### config.mk
export PLATFORM = sky130hd
export DESIGN_NAME = cfg_ctrl
export DESIGN_NICKNAME = d
export VERILOG_FILES = /design/src/verilog/cfg_bus_pkg.sv /design/src/verilog/cfg_map_pkg.sv /design/src/verilog/wb_requester.sv /design/src/verilog/axil_requester.sv /design/src/verilog/cfg_arbiter.sv /design/src/verilog/axil_master.sv /design/src/verilog/target_router.sv /design/src/verilog/cfg_ctrl.sv
export SDC_FILE = /design/constraint.sdc
export NUM_CORES = 1
export LEC_CHECK = 0
export ABC_AREA = 1
export BUFFER_PORTS_ARGS = -buffer_cell sky130_fd_sc_hd__buf_4
export CORE_ASPECT_RATIO = 1.2
export CORE_MARGIN = 10
export CORE_UTILIZATION = 45
export DETAILED_ROUTE_END_ITERATION = 12
export PLACE_DENSITY = 0.73
export SYNTH_ARGS = -nofsm -noshare
export SYNTH_HDL_FRONTEND = slang
export SYNTH_HIERARCHICAL = 1
export SYNTH_SLANG_ARGS = --single-unit
### constraint.sdc
create_clock -name axi_clk -period 4.2 [get_ports axi_clk]
set_input_delay 0.84 -clock axi_clk [delete_from_list [all_inputs] [get_ports axi_clk]]
set_output_delay 0.84 -clock axi_clk [all_outputs]
set_load 0.01 [all_outputs]
### src/verilog/cfg_bus_pkg.sv
package cfg_bus_pkg;

	typedef logic [31:0] data_word_t;
	typedef logic [3:0]  strobe_t;
	typedef logic [14:0] bus_addr_t;	// Address width the targets decode

	// Request address word
	// Routing reads it as page and offset, the master reads it as bus address
	typedef union packed {
		struct packed {
			logic [19:0] page;
			logic [11:0] offset;
		} map;
		struct packed {
			logic [16:0] unused;
			bus_addr_t   bus_addr;
		} bus;
	} cfg_addr_u;

	localparam data_word_t ALL_ONES_WORD = 32'hffff_ffff;	// Unmapped read return

endpackage

### src/verilog/cfg_map_pkg.sv
package cfg_map_pkg;

	localparam int NUM_EXT_TARGETS = 5;

	typedef logic [19:0] page_t;
	typedef logic [NUM_EXT_TARGETS-1:0] target_mask_t;	// One-hot over external targets

	// Page map
	localparam page_t EXT_PAGE_BASE  = 20'h30000;	// Target n answers at base + n
	localparam page_t CC_PAGE        = 20'h30005;	// Internal project select
	localparam page_t UNMAPPED_FIRST = 20'h30006;
	localparam page_t UNMAPPED_LAST  = 20'h3ffff;

	localparam logic [11:0] PRJ_SEL_OFFSET = 12'h000;	// Word 0 of the internal page

endpackage

### src/verilog/wb_requester.sv
`timescale 1ns/1ps

module wb_requester
	import cfg_bus_pkg::*;
(
	input  logic       axi_clk,
	input  logic       axi_reset_n,
	input  cfg_addr_u  wbs_adr_i,
	input  data_word_t wbs_wdata_i,
	input  strobe_t    wbs_sel_i,
	input  logic       wbs_cyc_i,
	input  logic       wbs_stb_i,
	input  logic       wbs_we_i,
	output logic       ack_o,
	output data_word_t rdata_o,
	output logic       req_o,
	output logic       write_o,
	output cfg_addr_u  addr_o,
	output data_word_t wdata_o,
	output strobe_t    strb_o,
	input  logic       ack_i,
	input  data_word_t rdata_i
);

	logic start;
	logic finish;

	// Cycle right after our own ack is skipped, and the old handshake must be closed
	assign start  = wbs_cyc_i && wbs_stb_i && !req_o && !ack_o && !ack_i;
	assign finish = req_o && ack_i;

	always_ff @(posedge axi_clk or negedge axi_reset_n) begin
		if (!axi_reset_n) begin
			req_o   <= 1'b0;
			ack_o   <= 1'b0;
			write_o <= 1'b0;
			addr_o  <= '0;
		end else begin
			ack_o <= finish;	// One-cycle Wishbone ack
			if (start) begin
				req_o   <= 1'b1;
				write_o <= wbs_we_i;
				addr_o  <= wbs_adr_i;
			end else if (finish) begin
				req_o <= 1'b0;
			end
		end
	end

	always_ff @(posedge axi_clk) begin
		if (start) begin
			wdata_o <= wbs_wdata_i;
			strb_o  <= wbs_sel_i;
		end
		if (finish)
			rdata_o <= rdata_i;	// Valid alongside ack_o
	end

endmodule

### src/verilog/axil_requester.sv
`timescale 1ns/1ps

module axil_requester
	import cfg_bus_pkg::*;
(
	input  logic       axi_clk,
	input  logic       axi_reset_n,
	input  logic       s_awvalid_i,
	input  cfg_addr_u  s_awaddr_i,
	input  logic       s_wvalid_i,
	input  data_word_t s_wdata_i,
	input  strobe_t    s_wstrb_i,
	input  logic       s_arvalid_i,
	input  cfg_addr_u  s_araddr_i,
	input  logic       s_rready_i,
	output logic       s_awready_o,
	output logic       s_wready_o,
	output logic       s_arready_o,
	output data_word_t s_rdata_o,
	output logic       s_rvalid_o,
	output logic       req_o,
	output logic       write_o,
	output cfg_addr_u  addr_o,
	output data_word_t wdata_o,
	output strobe_t    strb_o,
	input  logic       ack_i,
	input  data_word_t rdata_i
);

	localparam logic [2:0] st_idle       = 3'd0;
	localparam logic [2:0] st_read_wait  = 3'd1;
	localparam logic [2:0] st_read_done  = 3'd2;
	localparam logic [2:0] st_write_data = 3'd3;
	localparam logic [2:0] st_write_done = 3'd4;

	logic [2:0] state;

	always_ff @(posedge axi_clk or negedge axi_reset_n) begin
		if (!axi_reset_n) begin
			state       <= st_idle;
			req_o       <= 1'b0;
			write_o     <= 1'b0;
			addr_o      <= '0;
			s_awready_o <= 1'b0;
			s_wready_o  <= 1'b0;
			s_arready_o <= 1'b0;
			s_rvalid_o  <= 1'b0;
		end else begin
			s_awready_o <= 1'b0;
			s_wready_o  <= 1'b0;
			s_arready_o <= 1'b0;
			case (state)
				st_idle: begin
					if (!ack_i) begin	// Wait for the previous ack to fall
						if (s_awvalid_i) begin
							s_awready_o <= 1'b1;
							addr_o      <= s_awaddr_i;
							state       <= st_write_data;
						end else if (s_arvalid_i) begin
							s_arready_o <= 1'b1;
							addr_o      <= s_araddr_i;
							write_o     <= 1'b0;
							req_o       <= 1'b1;
							state       <= st_read_wait;
						end
					end
				end
				st_read_wait: begin
					if (ack_i) begin
						req_o      <= 1'b0;
						s_rvalid_o <= 1'b1;
						state      <= st_read_done;
					end
				end
				st_read_done: begin
					if (s_rready_i) begin	// Data held under back-pressure
						s_rvalid_o <= 1'b0;
						state      <= st_idle;
					end
				end
				st_write_data: begin
					if (s_wvalid_i) begin
						write_o <= 1'b1;
						req_o   <= 1'b1;
						state   <= st_write_done;
					end
				end
				st_write_done: begin
					if (ack_i) begin
						req_o      <= 1'b0;
						s_wready_o <= 1'b1;	// Write data taken only once the bus is done
						state      <= st_idle;
					end
				end
				default: state <= st_idle;
			endcase
		end
	end

	always_ff @(posedge axi_clk) begin
		if (state == st_write_data && s_wvalid_i) begin
			wdata_o <= s_wdata_i;
			strb_o  <= s_wstrb_i;
		end
		if (state == st_read_wait && ack_i)
			s_rdata_o <= rdata_i;
	end

endmodule

### src/verilog/cfg_arbiter.sv
`timescale 1ns/1ps

module cfg_arbiter
	import cfg_bus_pkg::*;
(
	input  logic       axi_clk,
	input  logic       axi_reset_n,
	input  logic       req_a_i,
	input  logic       write_a_i,
	input  cfg_addr_u  addr_a_i,
	input  data_word_t wdata_a_i,
	input  strobe_t    strb_a_i,
	output logic       ack_a_o,
	output data_word_t rdata_a_o,
	input  logic       req_b_i,
	input  logic       write_b_i,
	input  cfg_addr_u  addr_b_i,
	input  data_word_t wdata_b_i,
	input  strobe_t    strb_b_i,
	output logic       ack_b_o,
	output data_word_t rdata_b_o,
	output logic       req_o,
	output logic       write_o,
	output cfg_addr_u  addr_o,
	output data_word_t wdata_o,
	output strobe_t    strb_o,
	input  logic       done_i,
	input  data_word_t rdata_i
);

	logic       grant_q;	// 0 selects a, 1 selects b
	data_word_t rdata_q;

	// Grant moves only when the owner is idle and the other side asks
	always_ff @(posedge axi_clk or negedge axi_reset_n) begin
		if (!axi_reset_n) begin
			grant_q <= 1'b0;
			ack_a_o <= 1'b0;
			ack_b_o <= 1'b0;
		end else begin
			if (!grant_q && !req_a_i && req_b_i)
				grant_q <= 1'b1;
			else if (grant_q && !req_b_i && req_a_i)
				grant_q <= 1'b0;

			if (done_i && !grant_q)
				ack_a_o <= 1'b1;
			else if (!req_a_i)
				ack_a_o <= 1'b0;	// Falls a cycle after req drops

			if (done_i && grant_q)
				ack_b_o <= 1'b1;
			else if (!req_b_i)
				ack_b_o <= 1'b0;
		end
	end

	always_ff @(posedge axi_clk) begin
		if (done_i)
			rdata_q <= rdata_i;
	end

	// A finished request still holding req must not start the master again
	assign req_o   = (grant_q ? (req_b_i && !ack_b_o) : (req_a_i && !ack_a_o)) && !done_i;
	assign write_o = grant_q ? write_b_i : write_a_i;
	assign addr_o  = grant_q ? addr_b_i  : addr_a_i;
	assign wdata_o = grant_q ? wdata_b_i : wdata_a_i;
	assign strb_o  = grant_q ? strb_b_i  : strb_a_i;

	assign rdata_a_o = rdata_q;
	assign rdata_b_o = rdata_q;

endmodule

### src/verilog/axil_master.sv
`timescale 1ns/1ps

module axil_master
	import cfg_bus_pkg::*;
(
	input  logic       axi_clk,
	input  logic       axi_reset_n,
	input  logic       req_i,
	input  logic       write_i,
	input  cfg_addr_u  addr_i,
	input  data_word_t wdata_i,
	input  strobe_t    strb_i,
	output logic       done_o,
	output data_word_t rdata_o,
	output logic       m_awvalid_o,
	output bus_addr_t  m_awaddr_o,
	output logic       m_wvalid_o,
	output data_word_t m_wdata_o,
	output strobe_t    m_wstrb_o,
	output logic       m_arvalid_o,
	output bus_addr_t  m_araddr_o,
	output logic       m_rready_o,
	input  logic       bus_awready_i,
	input  logic       bus_wready_i,
	input  logic       bus_arready_i,
	input  logic       bus_rvalid_i,
	input  data_word_t bus_rdata_i
);

	localparam logic [2:0] st_idle           = 3'd0;
	localparam logic [2:0] st_read_data      = 3'd1;
	localparam logic [2:0] st_read_complete  = 3'd2;
	localparam logic [2:0] st_write_data     = 3'd3;
	localparam logic [2:0] st_write_complete = 3'd4;

	logic [2:0] state;
	logic       start;
	logic       read_fire;
	logic       write_fire;

	assign start = (state == st_idle) && req_i;

	// Each channel counts as finished once its valid was released or is taken now
	assign read_fire  = bus_rvalid_i && (!m_arvalid_o || bus_arready_i);
	assign write_fire = (!m_awvalid_o || bus_awready_i) && (!m_wvalid_o || bus_wready_i);

	////////////////////////////////////////////////////////////////////////////
	// Bus state machine
	////////////////////////////////////////////////////////////////////////////
	always_ff @(posedge axi_clk or negedge axi_reset_n) begin
		if (!axi_reset_n) begin
			state       <= st_idle;
			done_o      <= 1'b0;
			m_awvalid_o <= 1'b0;
			m_wvalid_o  <= 1'b0;
			m_arvalid_o <= 1'b0;
			m_rready_o  <= 1'b0;
		end else begin
			done_o <= 1'b0;
			case (state)
				st_idle: begin
					if (start && write_i) begin
						m_awvalid_o <= 1'b1;
						m_wvalid_o  <= 1'b1;
						state       <= st_write_data;
					end else if (start) begin
						m_arvalid_o <= 1'b1;
						m_rready_o  <= 1'b1;
						state       <= st_read_data;
					end
				end
				st_read_data, st_read_complete: begin
					if (read_fire) begin
						m_arvalid_o <= 1'b0;
						m_rready_o  <= 1'b0;
						done_o      <= 1'b1;
						state       <= st_idle;
					end else if (bus_arready_i) begin
						m_arvalid_o <= 1'b0;	// Address taken, data still to come
						state       <= st_read_complete;
					end
				end
				st_write_data, st_write_complete: begin
					if (write_fire) begin
						m_awvalid_o <= 1'b0;
						m_wvalid_o  <= 1'b0;
						done_o      <= 1'b1;
						state       <= st_idle;
					end else begin
						if (bus_awready_i)
							m_awvalid_o <= 1'b0;
						if (bus_wready_i)
							m_wvalid_o <= 1'b0;
						state <= st_write_complete;
					end
				end
				default: state <= st_idle;
			endcase
		end
	end

	// Payload registers
	always_ff @(posedge axi_clk) begin
		if (start) begin
			m_awaddr_o <= addr_i.bus.bus_addr;
			m_araddr_o <= addr_i.bus.bus_addr;
			m_wdata_o  <= wdata_i;
			m_wstrb_o  <= strb_i;
		end
		if (m_rready_o && read_fire)
			rdata_o <= bus_rdata_i;
	end

endmodule

### src/verilog/target_router.sv
`timescale 1ns/1ps

module target_router
	import cfg_bus_pkg::*, cfg_map_pkg::*;
#(
	parameter int PRJ_SEL_WIDTH = 5
) (
	input  logic                     axi_clk,
	input  logic                     axi_reset_n,
	input  cfg_addr_u                addr_i,
	input  logic                     m_awvalid_i,
	input  bus_addr_t                m_awaddr_i,
	input  logic                     m_wvalid_i,
	input  data_word_t               m_wdata_i,
	input  strobe_t                  m_wstrb_i,
	input  logic                     m_arvalid_i,
	input  target_mask_t             tgt_awready_i,
	input  target_mask_t             tgt_wready_i,
	input  target_mask_t             tgt_arready_i,
	input  target_mask_t             tgt_rvalid_i,
	input  data_word_t               tgt_rdata_i [NUM_EXT_TARGETS],
	output target_mask_t             tgt_enable_o,
	output logic                     bus_awready_o,
	output logic                     bus_wready_o,
	output logic                     bus_arready_o,
	output logic                     bus_rvalid_o,
	output data_word_t               bus_rdata_o,
	output logic [PRJ_SEL_WIDTH-1:0] user_prj_sel_o
);

	page_t page;
	logic  cc_en;
	logic  unmapped_en;
	logic  prj_sel_wr;

	assign page = addr_i.map.page;

	// Decode lags the granted address by one cycle
	always_ff @(posedge axi_clk or negedge axi_reset_n) begin
		if (!axi_reset_n) begin
			tgt_enable_o <= '0;
			cc_en        <= 1'b0;
			unmapped_en  <= 1'b0;
		end else begin
			for (int n = 0; n < NUM_EXT_TARGETS; n++)
				tgt_enable_o[n] <= (page == EXT_PAGE_BASE + page_t'(n));
			cc_en       <= (page == CC_PAGE);
			unmapped_en <= (page >= UNMAPPED_FIRST) && (page <= UNMAPPED_LAST);
		end
	end

	// Internal register answers at once, unmapped pages echo the valids
	always_comb begin
		bus_awready_o = |(tgt_awready_i & tgt_enable_o) | ((cc_en | unmapped_en) & m_awvalid_i);
		bus_wready_o  = |(tgt_wready_i & tgt_enable_o) | ((cc_en | unmapped_en) & m_wvalid_i);
		bus_arready_o = |(tgt_arready_i & tgt_enable_o) | cc_en | (unmapped_en & m_arvalid_i);
		bus_rvalid_o  = |(tgt_rvalid_i & tgt_enable_o) | cc_en | (unmapped_en & m_arvalid_i);
		bus_rdata_o   = cc_en ? data_word_t'(user_prj_sel_o) : '0;
		if (unmapped_en)
			bus_rdata_o = bus_rdata_o | ALL_ONES_WORD;
		for (int n = 0; n < NUM_EXT_TARGETS; n++) begin
			if (tgt_enable_o[n])
				bus_rdata_o = bus_rdata_o | tgt_rdata_i[n];
		end
	end

	assign prj_sel_wr = cc_en && m_awvalid_i && m_wvalid_i && m_wstrb_i[0]
		&& (m_awaddr_i[11:0] == PRJ_SEL_OFFSET);

	always_ff @(posedge axi_clk or negedge axi_reset_n) begin
		if (!axi_reset_n)
			user_prj_sel_o <= '0;
		else if (prj_sel_wr)
			user_prj_sel_o <= m_wdata_i[PRJ_SEL_WIDTH-1:0];	// Byte 0 only
	end

endmodule

### src/verilog/cfg_ctrl.sv
`timescale 1ns/1ps

module cfg_ctrl
	import cfg_bus_pkg::*, cfg_map_pkg::*;
#(
	parameter int PRJ_SEL_WIDTH = 5
) (
	input  logic                     axi_clk,
	input  logic                     axi_reset_n,
	// Wishbone slave
	input  cfg_addr_u                wbs_adr_i,
	input  data_word_t               wbs_wdata_i,
	input  strobe_t                  wbs_sel_i,
	input  logic                     wbs_cyc_i,
	input  logic                     wbs_stb_i,
	input  logic                     wbs_we_i,
	output logic                     wbs_ack_o,
	output data_word_t               wbs_rdata_o,
	// AXI-Lite slave
	input  logic                     s_awvalid_i,
	input  cfg_addr_u                s_awaddr_i,
	input  logic                     s_wvalid_i,
	input  data_word_t               s_wdata_i,
	input  strobe_t                  s_wstrb_i,
	input  logic                     s_arvalid_i,
	input  cfg_addr_u                s_araddr_i,
	input  logic                     s_rready_i,
	output logic                     s_awready_o,
	output logic                     s_wready_o,
	output logic                     s_arready_o,
	output data_word_t               s_rdata_o,
	output logic                     s_rvalid_o,
	// AXI-Lite master toward the targets
	output logic                     m_awvalid_o,
	output bus_addr_t                m_awaddr_o,
	output logic                     m_wvalid_o,
	output data_word_t               m_wdata_o,
	output strobe_t                  m_wstrb_o,
	output logic                     m_arvalid_o,
	output bus_addr_t                m_araddr_o,
	output logic                     m_rready_o,
	input  target_mask_t             tgt_awready_i,
	input  target_mask_t             tgt_wready_i,
	input  target_mask_t             tgt_arready_i,
	input  target_mask_t             tgt_rvalid_i,
	input  data_word_t               tgt_rdata_i [NUM_EXT_TARGETS],
	output target_mask_t             tgt_enable_o,
	output logic [PRJ_SEL_WIDTH-1:0] user_prj_sel_o
);

	// Wishbone side request
	logic       wb_req, wb_write, wb_ack;
	cfg_addr_u  wb_addr;
	data_word_t wb_wdata, wb_rdata;
	strobe_t    wb_strb;

	// AXI-Lite slave side request
	logic       ax_req, ax_write, ax_ack;
	cfg_addr_u  ax_addr;
	data_word_t ax_wdata, ax_rdata;
	strobe_t    ax_strb;

	// Granted request and master return
	logic       mst_req, mst_write, mst_done;
	cfg_addr_u  mst_addr;
	data_word_t mst_wdata, mst_rdata;
	strobe_t    mst_strb;

	logic       bus_awready, bus_wready, bus_arready, bus_rvalid;
	data_word_t bus_rdata;

	////////////////////////////////////////////////////////////////////////////
	// Requesters and arbiter
	////////////////////////////////////////////////////////////////////////////
	wb_requester u_wb_req (
		.axi_clk, .axi_reset_n,
		.wbs_adr_i, .wbs_wdata_i, .wbs_sel_i, .wbs_cyc_i, .wbs_stb_i, .wbs_we_i,
		.ack_o   (wbs_ack_o),
		.rdata_o (wbs_rdata_o),
		.req_o   (wb_req),
		.write_o (wb_write),
		.addr_o  (wb_addr),
		.wdata_o (wb_wdata),
		.strb_o  (wb_strb),
		.ack_i   (wb_ack),
		.rdata_i (wb_rdata)
	);

	axil_requester u_axil_req (
		.axi_clk, .axi_reset_n,
		.s_awvalid_i, .s_awaddr_i, .s_wvalid_i, .s_wdata_i, .s_wstrb_i,
		.s_arvalid_i, .s_araddr_i, .s_rready_i,
		.s_awready_o, .s_wready_o, .s_arready_o, .s_rdata_o, .s_rvalid_o,
		.req_o   (ax_req),
		.write_o (ax_write),
		.addr_o  (ax_addr),
		.wdata_o (ax_wdata),
		.strb_o  (ax_strb),
		.ack_i   (ax_ack),
		.rdata_i (ax_rdata)
	);

	cfg_arbiter u_arb (
		.axi_clk, .axi_reset_n,
		.req_a_i (wb_req), .write_a_i (wb_write), .addr_a_i (wb_addr),
		.wdata_a_i (wb_wdata), .strb_a_i (wb_strb),
		.ack_a_o (wb_ack), .rdata_a_o (wb_rdata),
		.req_b_i (ax_req), .write_b_i (ax_write), .addr_b_i (ax_addr),
		.wdata_b_i (ax_wdata), .strb_b_i (ax_strb),
		.ack_b_o (ax_ack), .rdata_b_o (ax_rdata),
		.req_o   (mst_req),
		.write_o (mst_write),
		.addr_o  (mst_addr),
		.wdata_o (mst_wdata),
		.strb_o  (mst_strb),
		.done_i  (mst_done),
		.rdata_i (mst_rdata)
	);

	////////////////////////////////////////////////////////////////////////////
	// Bus master and target routing
	////////////////////////////////////////////////////////////////////////////
	axil_master u_master (
		.axi_clk, .axi_reset_n,
		.req_i   (mst_req),
		.write_i (mst_write),
		.addr_i  (mst_addr),
		.wdata_i (mst_wdata),
		.strb_i  (mst_strb),
		.done_o  (mst_done),
		.rdata_o (mst_rdata),
		.m_awvalid_o, .m_awaddr_o, .m_wvalid_o, .m_wdata_o, .m_wstrb_o,
		.m_arvalid_o, .m_araddr_o, .m_rready_o,
		.bus_awready_i (bus_awready),
		.bus_wready_i  (bus_wready),
		.bus_arready_i (bus_arready),
		.bus_rvalid_i  (bus_rvalid),
		.bus_rdata_i   (bus_rdata)
	);

	target_router #(
		.PRJ_SEL_WIDTH (PRJ_SEL_WIDTH)
	) u_router (
		.axi_clk, .axi_reset_n,
		.addr_i      (mst_addr),	// Decoded ahead of the master's valids
		.m_awvalid_i (m_awvalid_o),
		.m_awaddr_i  (m_awaddr_o),
		.m_wvalid_i  (m_wvalid_o),
		.m_wdata_i   (m_wdata_o),
		.m_wstrb_i   (m_wstrb_o),
		.m_arvalid_i (m_arvalid_o),
		.tgt_awready_i, .tgt_wready_i, .tgt_arready_i, .tgt_rvalid_i, .tgt_rdata_i,
		.tgt_enable_o,
		.bus_awready_o (bus_awready),
		.bus_wready_o  (bus_wready),
		.bus_arready_o (bus_arready),
		.bus_rvalid_o  (bus_rvalid),
		.bus_rdata_o   (bus_rdata),
		.user_prj_sel_o
	);

endmodule

==> qor.csv <==
stage,metric,value,unit
cts,cts_tree,done,
layout,multiInputGateArea,0.00385,sq mm
hold_path,whs_path_depth,0,
critical_path,timing.rr.start,u_arb/ack_a_o,
critical_path,rr_endpoint,u_wb_req/wdata_o[16],
synth,synth_top_area_share,50.9,%
drt,vias,11281,
placement,place_ws,1.51,ns
synth,synth_mux_area_share,2.16,%
layout,mostFrequentLayoutCells,"529 x nand2_1, 524 x buf_4, 251 x edfxtp_1, 98 x dfrtp_1, 79 x nand3_1",
synth,yosysTopAreaCell,edfxtp_1,
power,power_leakage,9.09,nW
placement,dpl.cell_count,2150,
timing,fin_skew,0.0161,ns
floorplanning,die_area,0.0406,sq mm
layout,fillCellCount,2663,
synth,synth_fa_ha_area_share,0,%
cts,clk_pin_slew,0.06,ns
timing,rsz0062_at_grt,false,
synth,synth_top_family_by_area,simple AND/OR/NAND/NOR gates,
global_route,grt_pass1_vias,11782,
cts,clkLatencyLatePin,0.52,ns
drt,wirelength,48100,um
layout,area.sequential,0.0100,sq mm
drt,drt-initial-drc-count,861,
drt,post_drt_wl_per_cell,21.7,um
cts,cts_buffers,35,
critical_path,path_max_fanout,36,
synth,syn_nets,1683,
cts,clockRootBuffer,clkbuf_16,
synth,syn_avg_cell_area,11.2,sq um
timing,max-slew-margin-rel,34.5,%
synth,yosys-top-cells-area,"edfxtp_1 51%, dfrtp_1 17%, nand2_1 13%",
timing,fmax,0.406,GHz
placement,port_buffers,505,
timing,hold_violations,0,
layout,final_util,60.6,%
run_status,outcome,"complete, no violations",
floorplanning,core-area,0.0323,sq mm
global_route,grt_max_degree,72,
synth,syn_area,0.0148,sq mm
critical_path,cp-start-kind,register,
floorplanning,initial_core_util,45.8,%
timing,period_needed,2.46,ns
layout,instances_no_fill,2215,
hold_path,min_to,u_arb/rdata_a_o[13],
drt,ant_nets,0,
drt,drc_errors,0,
synth,ys_ff_latch,350,
power,p_per_area,586,mW/mm^2
critical_path,r2r_cells,4,
timing,period_share,58.7,%
timing,maxSlewViolCount,0,
global_route,grt_antenna_before_repair,1,
critical_path,critPathRequiredTime,4.36,ns
layout,final_common_cell,nand2_1,
power,p_total,11.5,mW
timing,tightest_slew,0.981,ns
critical_path,r2r_slack,1.74,ns
timing,fin_setup_tns,0,ns
cts,cts.sink_count,350,
power,ir_drop,0.395,mV
cts,cts_resized,0,
critical_path,crit_type,register to register,
critical_path,endpoint_kind,register,
synth,yosys.area_share.simple,19.1,%
layout,final_nets,2137,
floorplanning,fp.dieH,219,um
cts,cts_buffer_depth,3,
cts,post_cts_buffers,0,
cts,ctsHoldBuffers,0,
global_route,overflow,0,
synth,synth_xor_area_share,0,%
timing,setup_viol,0,
drt,drt_pass1_iterations,5,
floorplanning,row_count,72,
synth,synth-compound-area-share,4.67,%
synth,ys_warn_count,6,
global_route,grt_pass1_wl,69400,um
run,cap_violations,0,
placement,dp_hpwl,36600,um
cts,cts.htree.levels,2,
synth,synthCells,1326,
timing,setup_ws,1.74,ns
synth,synth_cell_type_count,28,
synth,seq_area_frac_synth,67.7,%
global_route,grt_use_total,22.7,%
hold_path,min_path_type,register to register,
layout,area_growth,32.5,%
layout,drive_above_1_share,35.0,%
critical_path,cp.arrival,2.62,ns
placement,place_congestion,0.934,
hold_path,min-delay-start,u_master/rdata_o[13],
floorplanning,io_pins,506,
floorplanning,die_x,186,um
drt,vias_per_cell,5.09,
[cell families after synthesis]
| logic type | Yosys count |
|---|---|
| mux | 32 |
| buf+inv | 143 |
| simple gates | 681 |
| compound gates | 120 |
| flops | 350 |
[critical path, cell delays in order (launching register included)]
cell	delay, ns
dfrtp_1	0.46
nor2_4	0.65
nand2_4	0.40
inv_1	0.13
buf_4	0.44
[area by class of cell]
| type | count | area share [%] |
|---|---|---|
| inverters | 36 | 0.689 |
| diodes | 1 | 0.0128 |
| flip-flops and latches | 350 | 51.1 |
| well taps | 407 | 2.60 |
| multi-input cells | 833 | 19.6 |
| repair buffers | 524 | 20.1 |
| clock inverters | 20 | 1.25 |
| clock buffers | 44 | 4.69 |
[sequential cells by signal, summed over array words and instances, names as in the netlist, 15 cells and up]
| register | flops |
|---|---|
| u_wb_req/wdata_o | 32 |
| u_wb_req/addr_o | 32 |
| u_axil_req/s_rdata_o | 32 |
| u_master/rdata_o | 32 |
| u_master/m_wdata_o | 32 |
| u_wb_req/rdata_o | 32 |
| u_master/m_araddr_o | 15 |
| u_arb/rdata_a_o | 32 |
| u_axil_req/wdata_o | 32 |
| u_axil_req/addr_o | 32 |
[Yosys cell counts]
| cell | number |
|---|---|
| a21oi_1 | 72 |
| and2_1 | 1 |
| buf_2 | 30 |
| buf_4 | 52 |
| buf_6 | 24 |
| clkbuf_2 | 1 |
| dfrtp_1 | 99 |
| edfxtp_1 | 251 |
| inv_1 | 30 |
| inv_2 | 6 |
| mux2i_1 | 32 |
| nand2_1 | 529 |
| nand2_2 | 6 |
| nand2_4 | 4 |
| nand3_1 | 79 |
| nand3_2 | 1 |
| nand3b_1 | 2 |
| nand4_1 | 10 |
| nor2_1 | 38 |
| nor2_2 | 3 |
| nor2_4 | 5 |
| nor2_8 | 2 |
| o211ai_1 | 1 |
| o21ai_0 | 12 |
| o21ai_1 | 11 |
| o21ai_2 | 23 |
| o22ai_1 | 1 |
| or2_1 | 1 |
[power breakdown]
group	internal (mW)	switching, mW	leakage (nW)	total (mW)
sequential	4.66	0.445	3.54	5.10
clock	1.88	1.30	0.575	3.18
combinational	1.23	1.98	4.97	3.21
[per-stage QoR]
stage          hold WS, ns  instance area (sq um)
2_1_floorplan        0.400                  14800
3_3_place_gp         0.401                  18400
3_5_place_dp         0.405                  18400
4_1_cts              0.414                  19600
5_1_grt              0.421                  19600
6_report             0.411                  19600
[layer usage]
metal / GRT usage [%] / wire (um)
met5: 0 / 0
met4: 9.34 / 1760
met3: 6.54 / 4290
met2: 39.8 / 24300
met1: 25.3 / 17700
[worst max path at each step]
| stage | startpoint | end | slack [ns] | cells past startpoint |
|---|---|---|---|---|
| 2_1_floorplan | tgt_arready_i[0] | u_master/rdata_o[0] | 1.23 | 6 |
| 6_report | u_arb/ack_a_o | u_wb_req/wdata_o[16] | 1.74 | 4 |
| 4_1_cts | u_router/tgt_enable_o[3] | tgt_enable_o[3] | 1.72 | 2 |
| 5_1_grt | u_arb/ack_a_o | u_wb_req/wdata_o[9] | 1.57 | 4 |
| 3_3_place_gp | wbs_cyc_i | u_wb_req/wdata_o[16] | 1.52 | 7 |
| 3_5_place_dp | wbs_cyc_i | u_wb_req/strb_o[2] | 1.51 | 7 |
Note: power is estimated with default switching activity, not from simulation.
